==> config.mk <==
export PLATFORM = sky130hd
export DESIGN_NAME = pov_apb_regs
export DESIGN_NICKNAME = d
export VERILOG_FILES = /design/src/rtl/pov_bus_pkg.sv /design/src/rtl/pov_drv_pkg.sv /design/src/rtl/pov_apb_regs.sv
export VERILOG_INCLUDE_DIRS = /design/src /design/src/rtl
export SDC_FILE = /design/constraint.sdc
export NUM_CORES = 1
export LEC_CHECK = 0
export ABC_AREA = 1
export BUFFER_PORTS_ARGS = -buffer_cell sky130_fd_sc_hd__buf_2
export CORE_ASPECT_RATIO = 1.2
export CORE_MARGIN = 2
export CORE_UTILIZATION = 45
export DETAILED_ROUTE_END_ITERATION = 10
export GPL_ROUTABILITY_DRIVEN = 0
export PLACE_DENSITY = 0.86
export SETUP_SLACK_MARGIN = 0.4
export SLEW_MARGIN = 20
export SYNTH_ARGS = -nofsm -noshare
export SYNTH_HDL_FRONTEND = slang
export SYNTH_SLANG_ARGS = --single-unit
==> constraint.sdc <==
create_clock -name clk -period 1.55 [get_ports clk]
set_input_delay 0.2325 -clock clk [delete_from_list [all_inputs] [get_ports clk]]
set_output_delay 0.2325 -clock clk [all_outputs]
set_load 0.01 [all_outputs]
==> src/rtl/pov_consts.svh <==
`ifndef POV_CONSTS_SVH
`define POV_CONSTS_SVH

// One SIN lane per driver chain
`define POV_LANES        30

// Driver configuration word and its two APB halves
`define POV_CONF_BITS    48
`define POV_CONF_HALF    24

// Segment geometry in SCLK-rate cycles
`define POV_SEG_LAST     512
`define POV_BLANK        72
`define POV_WORD_BITS    48
`define POV_GROUPS       9
`define POV_LATGS_LEN    3

// Slice geometry
`define POV_ROWS         8
`define POV_SLICE_WORDS  (`POV_WORD_BITS * `POV_GROUPS * `POV_ROWS)
`define POV_BUF_AW       12

// Configuration sequence lengths
`define POV_PREP_CYCLES  15
`define POV_WRTFC_LEN    5
`define POV_WAIT_CYCLES  6

// APB bus widths and register map
`define POV_APB_AW       8
`define POV_APB_DW       32
`define POV_REG_CONF_LO  8'h00
`define POV_REG_CONF_HI  8'h04
`define POV_REG_CTRL     8'h08
`define POV_REG_STATUS   8'h0C
`define POV_REG_BUF_ADDR 8'h10
`define POV_REG_BUF_DATA 8'h14

`endif

==> src/rtl/pov_bus_pkg.sv <==
`default_nettype none

`include "pov_consts.svh"

package pov_bus_pkg;

    // Full driver configuration word
    // Shifted out MSB first on every lane
    typedef logic [`POV_CONF_BITS-1:0] conf_word_t;

    // One APB-visible half of the configuration word
    typedef logic [`POV_CONF_HALF-1:0] conf_half_t;

    // Byte offsets of the host registers
    typedef enum logic [`POV_APB_AW-1:0] {
        // Lower 24 configuration bits
        REG_CONF_LO  = `POV_REG_CONF_LO,
        // Upper 24 configuration bits
        REG_CONF_HI  = `POV_REG_CONF_HI,
        // Bit 0 commits the configuration
        REG_CTRL     = `POV_REG_CTRL,
        // Read only, bit 0 is configured
        REG_STATUS   = `POV_REG_STATUS,
        // Buffer write pointer
        REG_BUF_ADDR = `POV_REG_BUF_ADDR,
        // Buffer data port, auto increment
        REG_BUF_DATA = `POV_REG_BUF_DATA
    } reg_index_t;

endpackage

`default_nettype wire

==> src/rtl/pov_drv_pkg.sv <==
`default_nettype none

`include "pov_consts.svh"

package pov_drv_pkg;

    // Driver controller states
    // Boot path runs STALL, PREPARE_CONFIG, CONFIG, WRTFC_TIMING
    // then alternates WAIT_FOR_NEXT_SLICE and STREAM
    typedef enum logic [2:0] {
        STALL,
        PREPARE_CONFIG,
        CONFIG,
        WRTFC_TIMING,
        WAIT_FOR_NEXT_SLICE,
        STREAM
    } drv_state_t;

    // One bit per driver chain, sent on SIN in parallel
    typedef logic [`POV_LANES-1:0] lane_word_t;

endpackage

`default_nettype wire

==> src/rtl/pov_apb_regs.sv <==
`timescale 1ns/100ps
`default_nettype none

`include "pov_consts.svh"

module pov_apb_regs
    import pov_bus_pkg::*;
    import pov_drv_pkg::*;
(
    input  wire                     clk,
    input  wire                     nrst,
    input  wire                     psel,
    input  wire                     penable,
    input  wire                     pwrite,
    input  wire [`POV_APB_AW-1:0]   paddr,
    input  wire [`POV_APB_DW-1:0]   pwdata,
    output logic [`POV_APB_DW-1:0]  prdata,
    output logic                    pready,
    output logic                    pslverr,
    input  wire                     configured,
    output conf_word_t              conf_word,
    output logic                    conf_commit,
    output logic                    buf_wr_en,
    output logic [`POV_BUF_AW-1:0]  buf_wr_addr,
    output lane_word_t              buf_wr_data
);

    conf_half_t             conf_lo;
    conf_half_t             conf_hi;
    logic [`POV_BUF_AW-1:0] wr_ptr;
    logic [`POV_BUF_AW-1:0] wr_ptr_next;
    logic                   access;
    logic                   addr_hit;
    logic                   wr_access;

    // Access phase of an APB transfer
    assign access = psel & penable;

    // No wait states
    assign pready = 1'b1;

    always_comb begin
        case (paddr)
            REG_CONF_LO, REG_CONF_HI, REG_CTRL,
            REG_STATUS, REG_BUF_ADDR, REG_BUF_DATA: addr_hit = 1'b1;
            default: addr_hit = 1'b0;
        endcase
    end

    // Unmapped offset or write to the read-only status
    assign pslverr = access & (~addr_hit | (pwrite & (paddr == REG_STATUS)));

    // Erroring writes change nothing
    assign wr_access = access & pwrite & ~pslverr;

    // Buffer pointer wraps at the slice depth
    assign wr_ptr_next = (wr_ptr == `POV_SLICE_WORDS - 1) ? '0 : wr_ptr + 1'b1;

    // Two halves form the word seen by the controller
    assign conf_word = {conf_hi, conf_lo};

    always_ff @(posedge clk or negedge nrst) begin
        if (!nrst) begin
            conf_lo     <= '0;
            conf_hi     <= '0;
            wr_ptr      <= '0;
            conf_commit <= 1'b0;
            buf_wr_en   <= 1'b0;
        end else begin
            // Strobes last one clk
            conf_commit <= 1'b0;
            buf_wr_en   <= 1'b0;
            if (wr_access) begin
                case (paddr)
                    REG_CONF_LO:  conf_lo <= pwdata[`POV_CONF_HALF-1:0];
                    REG_CONF_HI:  conf_hi <= pwdata[`POV_CONF_HALF-1:0];
                    REG_CTRL:     conf_commit <= pwdata[0];
                    REG_BUF_ADDR: wr_ptr <= pwdata[`POV_BUF_AW-1:0];
                    REG_BUF_DATA: begin
                        buf_wr_en <= 1'b1;
                        wr_ptr    <= wr_ptr_next;
                    end
                    default: ;
                endcase
            end
        end
    end

    // Address and data captured with the strobe
    always_ff @(posedge clk) begin
        if (wr_access && (paddr == REG_BUF_DATA)) begin
            buf_wr_addr <= wr_ptr;
            buf_wr_data <= pwdata[`POV_LANES-1:0];
        end
    end

    // Read mux, zero outside a read access
    always_comb begin
        prdata = '0;
        if (access && !pwrite) begin
            case (paddr)
                REG_CONF_LO:  prdata[`POV_CONF_HALF-1:0] = conf_lo;
                REG_CONF_HI:  prdata[`POV_CONF_HALF-1:0] = conf_hi;
                REG_STATUS:   prdata[0] = configured;
                REG_BUF_ADDR: prdata[`POV_BUF_AW-1:0] = wr_ptr;
                default: ;
            endcase
        end
    end

endmodule

`default_nettype wire

==> qor.txt <==
Fin Setup TNS: -12.19 ns
RSZ-0062 raised after global routing: yes
synthesized area: 0.00471 mm^2
violated checks: negative setup slack
Place WS: -0.215 ns
Worst-path clk slew: 0.08 ns
min-delay src: pwdata[26]
Yosys cell types: 28
antenna violations before repair: 0
I/O pin count: 172
Crit Path Max Fanout: 4
Critical Path RT: 1.79 ns
Final nets: 838
PortBufs: 160
htree depth: 3
total CTS buffers: 9
share of post-route cells with drive strength above 1: 58.2%
max_cap viols: 0
critical path arrival: 2.05 ns
# setup viols final: 110
Layout area overhead: 70.4%
post-route ant nets: 0
via count: 5542
Buf/Inv on CP: 1
largest net degree at the start of global routing: 63
Finished Layout Cells: 922
R2R cell count: 10
Syn. warnings: 0
fin crit period: 1.81 ns
worst hold path depth: 1
Core Util, Final: 79.5%
total power: 0.00569 W
leakage: 4.42 nW
final hold violation count: 0
die height: 116 um
Max Clk Rate: 0.552 GHz
Peak VDD IR: 0.000508 V
Largest stage delay, worst path: 0.44 ns
Core Rows: 40
WHS Endpoint: buf_wr_data[26]
Hold Crit Class: primary input to flip-flop
CP max stage cell: dfrtp_1
GR Util All Layers: 28.8%
die area: 0.0113 mm^2
Die W: 97.4 um
initial core utilization: 46.6%
CTS tree: yes
clock buffer depth: 2
post-synthesis sequential element count: 104
drt drc: 0
synthesized instance count: 539
Syn Area/Cell: 8.75 um^2
n_diodes: 0
met1 Usage GRT: 34.7%
Setup Skew: 0.00810 ns
P per Cell Area: 709 mW/mm^2
outcome: finished with violations
GR peak layer: met2
Reg2Reg Setup Slack: -0.26 ns
Worst Setup Path Type: flip-flop to flip-flop
sequential fraction of the synthesis area: 59.7%
Crit path top cell by count: nand2_1
vias per cell: 6.01
R2R Path End: wr_ptr[1]
first-pass GRT wire length: 24900 um
clock sinks: 104
RR Startpoint: wr_ptr[0]
Initial DRT Pass Iterations: 8
core area: 0.0101 mm^2
Cells after DPL: 852
CTS root buffer: clkbuf_16
family with the most delay on the worst path: simple AND/OR/NAND/NOR gates
gr ovfl total: 0
final wirelength: 22200 um
vias in the first global route: 4725
fin crit share: 117%
Clock Latency Late Sink: 0.36 ns
GR Util met3: 6.34%
crit end category: flip-flop
met2 Track Usage GR: 48.7%
per-cell routed wire length: 24.1 um
Worst setup SP type: flip-flop
final worst slack: -0.261 ns
dpl hpwl: 10000 um
drt first-iter violations: 804
fin. max-slew vios: 0
CP Cell Sequence: ha_4, nand2_4, nor2_4, nand4_1, o21ai_2, inv_2, nand2_2, nand2_1, nand2_1, nand2_1
-- worst register-to-register path, stage by stage (launching register included) --
cell,delay [ns]
dfrtp_1,0.44
ha_4,0.19
nand2_4,0.06
nor2_4,0.11
nand4_1,0.15
o21ai_2,0.31
inv_2,0.12
nand2_2,0.11
nand2_1,0.05
nand2_1,0.07
nand2_1,0.07
-- layer usage --
layer | part of all wire [%] | wire length [um] | up-vias
met5 | 0 | 0 | -
li1 | - | - | 2202
met4 | 8.5 | 1900 | 0
met3 | 12 | 2670 | 182
met2 | 47 | 10500 | 573
met1 | 32 | 7110 | 2585
-- worst max path at each step --
| stage | from | endpoint | slack (ns) | depth (start not counted) |
|---|---|---|---|---|
| after detailed placement | paddr[5] | prdata[5] | -0.21 | 11 |
| final | wr_ptr[0] | wr_ptr[1] | -0.26 | 10 |
| after floorplan | paddr[5] | buf_wr_addr[0] | -0.48 | 9 |
| after CTS | paddr[7] | prdata[11] | -0.08 | 12 |
| after global routing | paddr[5] | conf_lo[21] | -0.30 | 16 |
| after global placement | paddr[5] | buf_wr_data[26] | -0.18 | 11 |
-- state kept, by name, summed over array words and instances, names as in the netlist --
signal       count
buf_wr_addr     12
wr_ptr          12
buf_wr_data     30
conf_lo         24
conf_commit      1
conf_hi         24
buf_wr_en        1
-- cells in the mapped netlist (all sizes together) --
| library cell | number | area (um^2) |
|---|---|---|
| conb | 2 | 7.51 |
| nor2 | 19 | 98.8 |
| ha | 1 | 12.5 |
| a31oi | 5 | 31.3 |
| nand2 | 290 | 1100 |
| dfrtp | 62 | 1550 |
| o211ai | 5 | 37.5 |
| nand4 | 8 | 50.1 |
| a21oi | 14 | 70.1 |
| xor2 | 4 | 35.0 |
| inv | 37 | 139 |
| o21ai | 12 | 63.8 |
| nand3 | 8 | 52.6 |
| edfxtp | 42 | 1260 |
| buf | 20 | 150 |
| clkbuf | 5 | 18.8 |
| o22ai | 1 | 6.26 |
| nor3 | 3 | 20.0 |
| o21bai | 1 | 7.51 |
-- kinds of logic (layout without fill, tap and decap cells) --
logic type	after synthesis	in the layout	synth area share, %
AO/OA/AOI/OAI	38	38	4.59
XOR/XNOR	4	4	0.743
adder cells (fa/ha/maj)	1	1	0.265
buffers and inverters	62	312	6.53
flip-flops	104	104	59.7
other	2	9	0.159
AND/OR/NAND/NOR	328	328	28.1
-- repair_timing --
action | 4_1_cts | 5_1_grt
hold buffers | 1 | 0
gates resized for setup | 99 | 158
gates cloned | 7 | 9
pin swaps | 38 | 85
endpoints found under the setup margin | 136 | 168
setup buffers | 17 | 20
hold endpoints to repair | 62 | 0
-- cells in the final DEF (no fill, tap or decap), drive strengths merged --
cell type	count
a31oi	5
xor2	4
edfxtp	42
a21oi	14
clkinvlp	2
clkinv	4
o21ai	12
o211ai	5
ha	1
nor3	3
dlygate4sd3	1
nor2	19
clkbuf	19
nand3	8
conb	9
buf	250
o22ai	1
o21bai	1
inv	35
bufinv	1
dfrtp	62
nand4	8
nand2	290
-- power by group --
part	total [W]	internal, W	switching, W
clock	0.00234	0.00126	0.00108
sequential	0.00291	0.00288	0.0000299
combinational	0.000440	0.000166	0.000274
total	0.00569	0.00431	0.00139
-- area by class of cell --
type | instances | area, um^2
Tap cell | 126 | 158
Clock inverter | 5 | 56.3
Multi-Input combinational cell | 380 | 2390
Sequential cell | 104 | 2820
Clock buffer | 11 | 233
Timing Repair Buffer | 259 | 2190
Fill cell | 493 | 2080
Inverter | 37 | 195
-- stage by stage --
stage / cell area (um^2) / hold slack, ns
final: 8030 / 0.0513
after global routing: 8030 / 0.0411
after CTS: 7100 / 0.0539
after detailed placement: 6200 / 0.268
after global placement: 6200 / 0.268
after floorplan: 4960 / -0.0631
Power figures use the tool's default switching activity.
