<file path="src/rtl/pov_consts.svh">
`ifndef POV_CONSTS_SVH
`define POV_CONSTS_SVH

// One SIN lane per driver chain
`define POV_LANES        30

// Driver configuration word and its two APB halves
`define POV_CONF_BITS    48
`define POV_CONF_HALF    24

// Segment geometry in SCLK-rate cycles
`define POV_SEG_LAST     512
`define POV_BLANK        72
`define POV_WORD_BITS    48
`define POV_GROUPS       9
`define POV_LATGS_LEN    3

// Slice geometry
`define POV_ROWS         8
`define POV_SLICE_WORDS  (`POV_WORD_BITS * `POV_GROUPS * `POV_ROWS)
`define POV_BUF_AW       12

// Configuration sequence lengths
`define POV_PREP_CYCLES  15
`define POV_WRTFC_LEN    5
`define POV_WAIT_CYCLES  6

// APB bus widths and register map
`define POV_APB_AW       8
`define POV_APB_DW       32
`define POV_REG_CONF_LO  8'h00
`define POV_REG_CONF_HI  8'h04
`define POV_REG_CTRL     8'h08
`define POV_REG_STATUS   8'h0C
`define POV_REG_BUF_ADDR 8'h10
`define POV_REG_BUF_DATA 8'h14

`endif

</file>
<file path="src/rtl/pov_bus_pkg.sv">
`default_nettype none

`include "pov_consts.svh"

package pov_bus_pkg;

    // Full driver configuration word
    // Shifted out MSB first on every lane
    typedef logic [`POV_CONF_BITS-1:0] conf_word_t;

    // One APB-visible half of the configuration word
    typedef logic [`POV_CONF_HALF-1:0] conf_half_t;

    // Byte offsets of the host registers
    typedef enum logic [`POV_APB_AW-1:0] {
        // Lower 24 configuration bits
        REG_CONF_LO  = `POV_REG_CONF_LO,
        // Upper 24 configuration bits
        REG_CONF_HI  = `POV_REG_CONF_HI,
        // Bit 0 commits the configuration
        REG_CTRL     = `POV_REG_CTRL,
        // Read only, bit 0 is configured
        REG_STATUS   = `POV_REG_STATUS,
        // Buffer write pointer
        REG_BUF_ADDR = `POV_REG_BUF_ADDR,
        // Buffer data port, auto increment
        REG_BUF_DATA = `POV_REG_BUF_DATA
    } reg_index_t;

endpackage

`default_nettype wire

</file>
<file path="src/rtl/pov_drv_pkg.sv">
`default_nettype none

`include "pov_consts.svh"

package pov_drv_pkg;

    // Driver controller states
    // Boot path runs STALL, PREPARE_CONFIG, CONFIG, WRTFC_TIMING
    // then alternates WAIT_FOR_NEXT_SLICE and STREAM
    typedef enum logic [2:0] {
        STALL,
        PREPARE_CONFIG,
        CONFIG,
        WRTFC_TIMING,
        WAIT_FOR_NEXT_SLICE,
        STREAM
    } drv_state_t;

    // One bit per driver chain, sent on SIN in parallel
    typedef logic [`POV_LANES-1:0] lane_word_t;

endpackage

`default_nettype wire

</file>
<file path="src/rtl/tlc_driver_ctrl.sv">
`timescale 1ns/100ps
`default_nettype none

`include "pov_consts.svh"

module tlc_driver_ctrl
    import pov_bus_pkg::*;
    import pov_drv_pkg::*;
(
    input  wire         clk,
    input  wire         clk_enable,
    input  wire         nrst,
    input  wire         position_sync,
    input  wire         conf_word_t conf_word,
    input  wire         conf_commit,
    input  wire         lane_word_t fb_dat,
    output logic        drv_sclk,
    output logic        drv_gclk,
    output logic        drv_lat,
    output lane_word_t  drv_sin,
    output logic        column_ready,
    output logic        driver_ready,
    output logic        slice_start,
    output logic        configured
);

    drv_state_t  state;
    logic [5:0]  state_cnt;
    logic [9:0]  seg_cnt;
    logic [5:0]  shift_cnt;
    logic [2:0]  row_cnt;
    logic        commit_pend;
    logic        sync_pend;
    logic        sync_hit;
    logic        take_conf;
    logic        seg_end;
    logic        slice_end;
    logic        blanking;
    logic        data_slot;

    // Commit is taken only from the idle, waiting and streaming states
    assign take_conf = clk_enable & commit_pend
                       & ((state == STALL) | (state == WAIT_FOR_NEXT_SLICE)
                          | (state == STREAM));

    always_ff @(posedge clk or negedge nrst) begin
        if (!nrst) begin
            commit_pend <= 1'b0;
            sync_pend   <= 1'b0;
        end else begin
            if (conf_commit) begin
                commit_pend <= 1'b1;
            end else if (take_conf) begin
                commit_pend <= 1'b0;
            end
            // Sync seen between enables is held for the next enabled cycle
            sync_pend <= sync_hit & ~clk_enable;
        end
    end

    assign sync_hit = position_sync | sync_pend;

    // Segment and slice boundaries
    assign seg_end   = (state == STREAM) && (seg_cnt == `POV_SEG_LAST);
    assign slice_end = seg_end && (row_cnt == `POV_ROWS - 1);

    // Blanking covers the first 72 counts of a segment
    assign blanking  = seg_cnt < `POV_BLANK;

    // Data SCLK slots, count 72 and every 49th after it are pauses for WRTGS
    assign data_slot = (state == STREAM) && !blanking && (shift_cnt != 0);

    always_ff @(posedge clk or negedge nrst) begin
        if (!nrst) begin
            state      <= STALL;
            state_cnt  <= '0;
            configured <= 1'b0;
        end else if (clk_enable) begin
            case (state)
                STALL: begin
                    if (commit_pend) begin
                        state     <= PREPARE_CONFIG;
                        state_cnt <= '0;
                    end
                end

                PREPARE_CONFIG: begin
                    // FCWRTEN, LAT held for 15 cycles
                    if (state_cnt == `POV_PREP_CYCLES - 1) begin
                        state     <= CONFIG;
                        state_cnt <= '0;
                    end else begin
                        state_cnt <= state_cnt + 1'b1;
                    end
                end

                CONFIG: begin
                    // One pause cycle then 48 configuration bits
                    if (state_cnt == `POV_CONF_BITS) begin
                        state     <= WRTFC_TIMING;
                        state_cnt <= '0;
                    end else begin
                        state_cnt <= state_cnt + 1'b1;
                    end
                end

                WRTFC_TIMING: begin
                    // Gap after WRTFC before the drivers take GS data
                    if (state_cnt == `POV_WAIT_CYCLES - 1) begin
                        state      <= WAIT_FOR_NEXT_SLICE;
                        state_cnt  <= '0;
                        configured <= 1'b1;
                    end else begin
                        state_cnt <= state_cnt + 1'b1;
                    end
                end

                WAIT_FOR_NEXT_SLICE: begin
                    // New configuration wins over a sync
                    if (commit_pend) begin
                        state      <= PREPARE_CONFIG;
                        state_cnt  <= '0;
                        configured <= 1'b0;
                    end else if (sync_hit) begin
                        state <= STREAM;
                    end
                end

                STREAM: begin
                    // Commit aborts the running slice
                    if (commit_pend) begin
                        state      <= PREPARE_CONFIG;
                        state_cnt  <= '0;
                        configured <= 1'b0;
                    end else if (slice_end) begin
                        state <= WAIT_FOR_NEXT_SLICE;
                    end
                end

                default: begin
                    state     <= STALL;
                    state_cnt <= '0;
                end
            endcase
        end
    end

    // Segment, group phase and row counters, all idle at zero outside STREAM
    always_ff @(posedge clk or negedge nrst) begin
        if (!nrst) begin
            seg_cnt   <= '0;
            shift_cnt <= '0;
            row_cnt   <= '0;
        end else if (clk_enable) begin
            if (state == STREAM) begin
                seg_cnt <= seg_end ? '0 : seg_cnt + 1'b1;
                if (blanking || (shift_cnt == `POV_WORD_BITS)) begin
                    shift_cnt <= '0;
                end else begin
                    shift_cnt <= shift_cnt + 1'b1;
                end
                if (seg_end) begin
                    row_cnt <= slice_end ? '0 : row_cnt + 1'b1;
                end
            end else begin
                seg_cnt   <= '0;
                shift_cnt <= '0;
                row_cnt   <= '0;
            end
        end
    end

    // SCLK pulses one clk per enabled cycle
    always_comb begin
        case (state)
            CONFIG:  drv_sclk = clk_enable & (state_cnt != 0);
            STREAM:  drv_sclk = clk_enable & data_slot;
            default: drv_sclk = 1'b0;
        endcase
    end

    // GCLK paused at count 0 after LATGS
    assign drv_gclk = clk_enable & (state == STREAM) & (seg_cnt != 0);

    // LAT commands: FCWRTEN, WRTFC on the last 5 bits, WRTGS per group, LATGS at the end
    always_comb begin
        case (state)
            PREPARE_CONFIG: drv_lat = 1'b1;
            CONFIG: begin
                drv_lat = state_cnt >= (`POV_CONF_BITS + 1 - `POV_WRTFC_LEN);
            end
            STREAM: begin
                drv_lat = (shift_cnt == `POV_WORD_BITS)
                          || (seg_cnt > `POV_SEG_LAST - `POV_LATGS_LEN);
            end
            default: drv_lat = 1'b0;
        endcase
    end

    // Same configuration bit on every lane, MSB first
    always_comb begin
        drv_sin = '0;
        if ((state == CONFIG) && (state_cnt != 0)) begin
            drv_sin = {`POV_LANES{conf_word[`POV_CONF_BITS - state_cnt]}};
        end else if (state == STREAM) begin
            drv_sin = fb_dat;
        end
    end

    assign column_ready = clk_enable & seg_end;

    // Counters already hold the values of the coming enabled cycle
    assign driver_ready = ~clk_enable & data_slot;

    assign slice_start = clk_enable & (state == WAIT_FOR_NEXT_SLICE) & sync_hit & ~commit_pend;

endmodule

`default_nettype wire

</file>
<file path="config.mk">
export PLATFORM = sky130hd
export DESIGN_NAME = tlc_driver_ctrl
export DESIGN_NICKNAME = d
export VERILOG_FILES = /design/src/rtl/pov_bus_pkg.sv /design/src/rtl/pov_drv_pkg.sv /design/src/rtl/tlc_driver_ctrl.sv
export VERILOG_INCLUDE_DIRS = /design/src /design/src/rtl
export SDC_FILE = /design/constraint.sdc
export NUM_CORES = 1
export LEC_CHECK = 0
export ABC_AREA = 1
export BUFFER_PORTS_ARGS = -buffer_cell sky130_fd_sc_hd__buf_2
export CORE_MARGIN = 2
export CORE_UTILIZATION = 51
export CTS_CLUSTER_DIAMETER = 100
export DETAILED_ROUTE_END_ITERATION = 16
export PLACE_DENSITY = 0.88
export SLEW_MARGIN = 5
export SYNTH_ARGS = -nofsm -noshare
export SYNTH_HDL_FRONTEND = slang
export SYNTH_SLANG_ARGS = --single-unit
</file>
<file path="constraint.sdc">
create_clock -name clk -period 4.15 [get_ports clk]
set_input_delay 0 -clock clk [delete_from_list [all_inputs] [get_ports clk]]
set_output_delay 0 -clock clk [all_outputs]
set_load 0.02 [all_outputs]
</file>
==> metrics.cfg <==
[global_routing]
antenna_found_initial=0
grt_start_max_net_pins=36
grt_pass1_wl_mm=12.8
grt_util_all_layers_pct=25.1
grt-ovfl-total=0
grt_pass1_vias=2975

[sta]
finalWorstPathRequiredPeriod_ns=3.44
grt_setup_unrepaired=false
slew_violations=0
slew_headroom_pct=42.6
fin_worst_skew_ns=0.00528
hold_ws_ns=0.111
finalSetupViolCount=0
fmax_mhz=291
fin_crit_sh_pct=82.9
hold_viol=0
max_slew.worst_pin.slew_ns=0.859
setup-tns-final_ns=0

[logic_synthesis]
avgSynthCellArea_um2=6.39
ys_warn_count=0
synthXorXnorAreaFrac_pct=4.61
synthAdderAreaFrac_pct=4.83
yosysSeqAreaShare_pct=27.2
synth_area_um2=2850
synth_edf_count=0
syn_inst=446
syn-num-nets=540
synth-main-ff-cell=dfrtp_1
muxShareOfSynthArea_pct=0.351
synth_seq_cells=31
ys_types=42
async_flop_share_pct=100
synthSimpleGateAreaFrac_pct=40.1
synth_top_family_by_area=simple AND/OR/NAND/NOR gates
synth_compound_area_share_pct=12.1

[final_layout]
layout.nets=650
final_common_cell=nand2_1
n_fill_cell=481
final_area_um2=3580
drive_gt1_share_pct=26.0
diodes=0
final_cell_mix=154 x nand2_1, 119 x buf_2, 46 x inv_1
area_growth_pct=25.6
fin_cells=629

[clock_tree]
cts-root-buf=clkbuf_8
cts.sinks=31
clock_latency_ns=0.29
cts_buffers=5
cts.repair.resized=0
cts_tree=done
htree_levels=2
clk_pin_slew_ns=0.07
cts_max_path_buffers=2
cts_setup_buffers=0

[hold_path]
whs_endpoint=sync_pend
worstHoldStart=clk_enable
min_path_cells=2
hold_path.class=in2reg

[worst_setup_path]
startpoint_type=flip-flop
reg2reg_from=state_cnt[0]
cp_common_cell=nand3_1
reg2reg_depth=9
timing.rr.end=state[2]
worst-path-max-fanout=30
crit_type=reg2out
cp.required_ns=4.15
cp_slowest_stage_delay_ns=0.62
r2r_slack_ns=1.85
crit_path_top_delay_cell=nand2_1
end_kind=output pin
cp_cell_sequence=inv_2 > ha_1 > clkinv_1 > nand3_1 > nand3_1 > nand3_1 > nand3_1 > nand3_1 > nand2_1 > nand2_1 > nand2_1 > buf_2
arrival_ns=3.44

[pwr]
ir_worst_vdd_mv=0.401
powerDensity_nw_per_um2=497
power.leakage_nw=2.07
power_w=0.00178

[route]
drt-initial-drc-count=179
vias_per_cell=5.21
drt-pass1-iter-count=4
vias=3280
antenna_left=0
route.detailed.drc=0
wl_per_cell_um=12.4
routed_wl_mm=7.78

[place]
place_inst=618
dp_hpwl_mm=5.80
portBuffers=119
place.gp.congestion=0.898
placed_area_um2=3430

[floorplan]
core_um2=5440
dieArea_um2=6200
rows=27
die_x_um=78.7
io_pins=120
dieHeight_um=78.7
initial_utilization_pct=52.4

[run_status]
status=complete, no violations

[run]
cap_violations=0

==> final cells by class <==
| cell class | instances | area [µm²] | area share (%) |
|---|---|---|---|
| clock buffers | 6 | 82.6 | 2.31 |
| clock inverters | 2 | 35.0 | 0.980 |
| inverters | 51 | 194 | 5.42 |
| multi-input cells | 344 | 1770 | 49.4 |
| flip-flops and latches | 31 | 776 | 21.7 |
| well taps | 72 | 90.1 | 2.52 |
| repair buffers | 123 | 633 | 17.7 |
==> cells by family after synthesis <==
group / Yosys count
simple gates: 265
buf+inv: 71
compound gates: 52
flops: 31
xor+xnor: 15
fa+ha+maj: 11
mux: 1
==> worst max-delay path by stage <==
stage / start / to / cells after the start
finish: state_cnt[0] / drv_sin[9] / 12
global route: state_cnt[0] / drv_sin[0] / 13
CTS: state_cnt[0] / drv_sin[9] / 12
detailed placement: state_cnt[0] / drv_sin[9] / 12
global placement: state_cnt[0] / drv_sin[27] / 12
floorplan: state_cnt[0] / drv_sin[0] / 15
==> cell usage after synthesis (2+ instances only) <==
master	n	area [µm²]
nand3_1	42	210
nor2_1	43	161
xor2_1	12	105
nand2_1	154	578
o22ai_2	5	62.6
o211ai_1	4	30.0
a21oi_1	11	55.1
buf_4	5	37.5
clkbuf_1	4	15.0
buf_2	7	35.0
dfrtp_1	31	776
inv_1	46	173
inv_2	3	11.3
ha_1	11	138
xnor2_1	3	26.3
clkbuf_2	2	10.0
nand4_1	6	37.5
nor3_1	10	50.1
o22ai_1	3	18.8
o21ai_0	19	95.1
nor2_8	2	40.0
a211oi_1	2	15.0
nor4_1	2	12.5
==> per-stage QoR <==
stage / setup slack [ns] / utilization, %
6_report: 0.709 / 65.7
4_1_cts: 0.740 / 65.7
3_3_place_gp: 1.20 / 63.0
5_1_grt: 0.265 / 65.7
2_1_floorplan: 2.04 / -
3_5_place_dp: 1.07 / 63.0
==> state kept, by name (all words and copies together) (netlist names) <==
register,flops
commit_pend,1
configured,1
row_cnt,3
seg_cnt,10
shift_cnt,6
state,3
state_cnt,6
sync_pend,1
==> power breakdown <==
group          switching (W)  total (W)  internal [W]  leakage [nW]
Sequential         0.0000528   0.000389      0.000337         0.417
Clock               0.000115   0.000309      0.000194        0.0612
Combinational       0.000710    0.00108      0.000371          1.59
==> worst max-delay path, delay by kind of cell (launching register included) <==
kind / cells / cell delay, ns
simple gates: 8 / 1.34
buf+inv: 3 / 0.91
fa+ha+maj: 1 / 0.50
flops: 1 / 0.39
==> timing repair <==
action	CTS	global route
setup endpoints to repair	0	0
hold buffers	3	0
hold endpoints to repair	33	0
==> layer usage <==
| layer | track usage (%) | share of wire [%] | vias to the layer above | routed length [µm] |
|---|---|---|---|---|
| met3 | 3.41 | 6.5 | 15 | 508 |
| li1 | - | - | 1648 | - |
| met5 | 0 | 0 | - | 0 |
| met1 | 29.3 | 41 | 1493 | 3210 |
| met4 | 8.25 | 1.7 | 0 | 132 |
| met2 | 46.9 | 50 | 124 | 3930 |
Note: power is estimated with default switching activity, not from simulation.
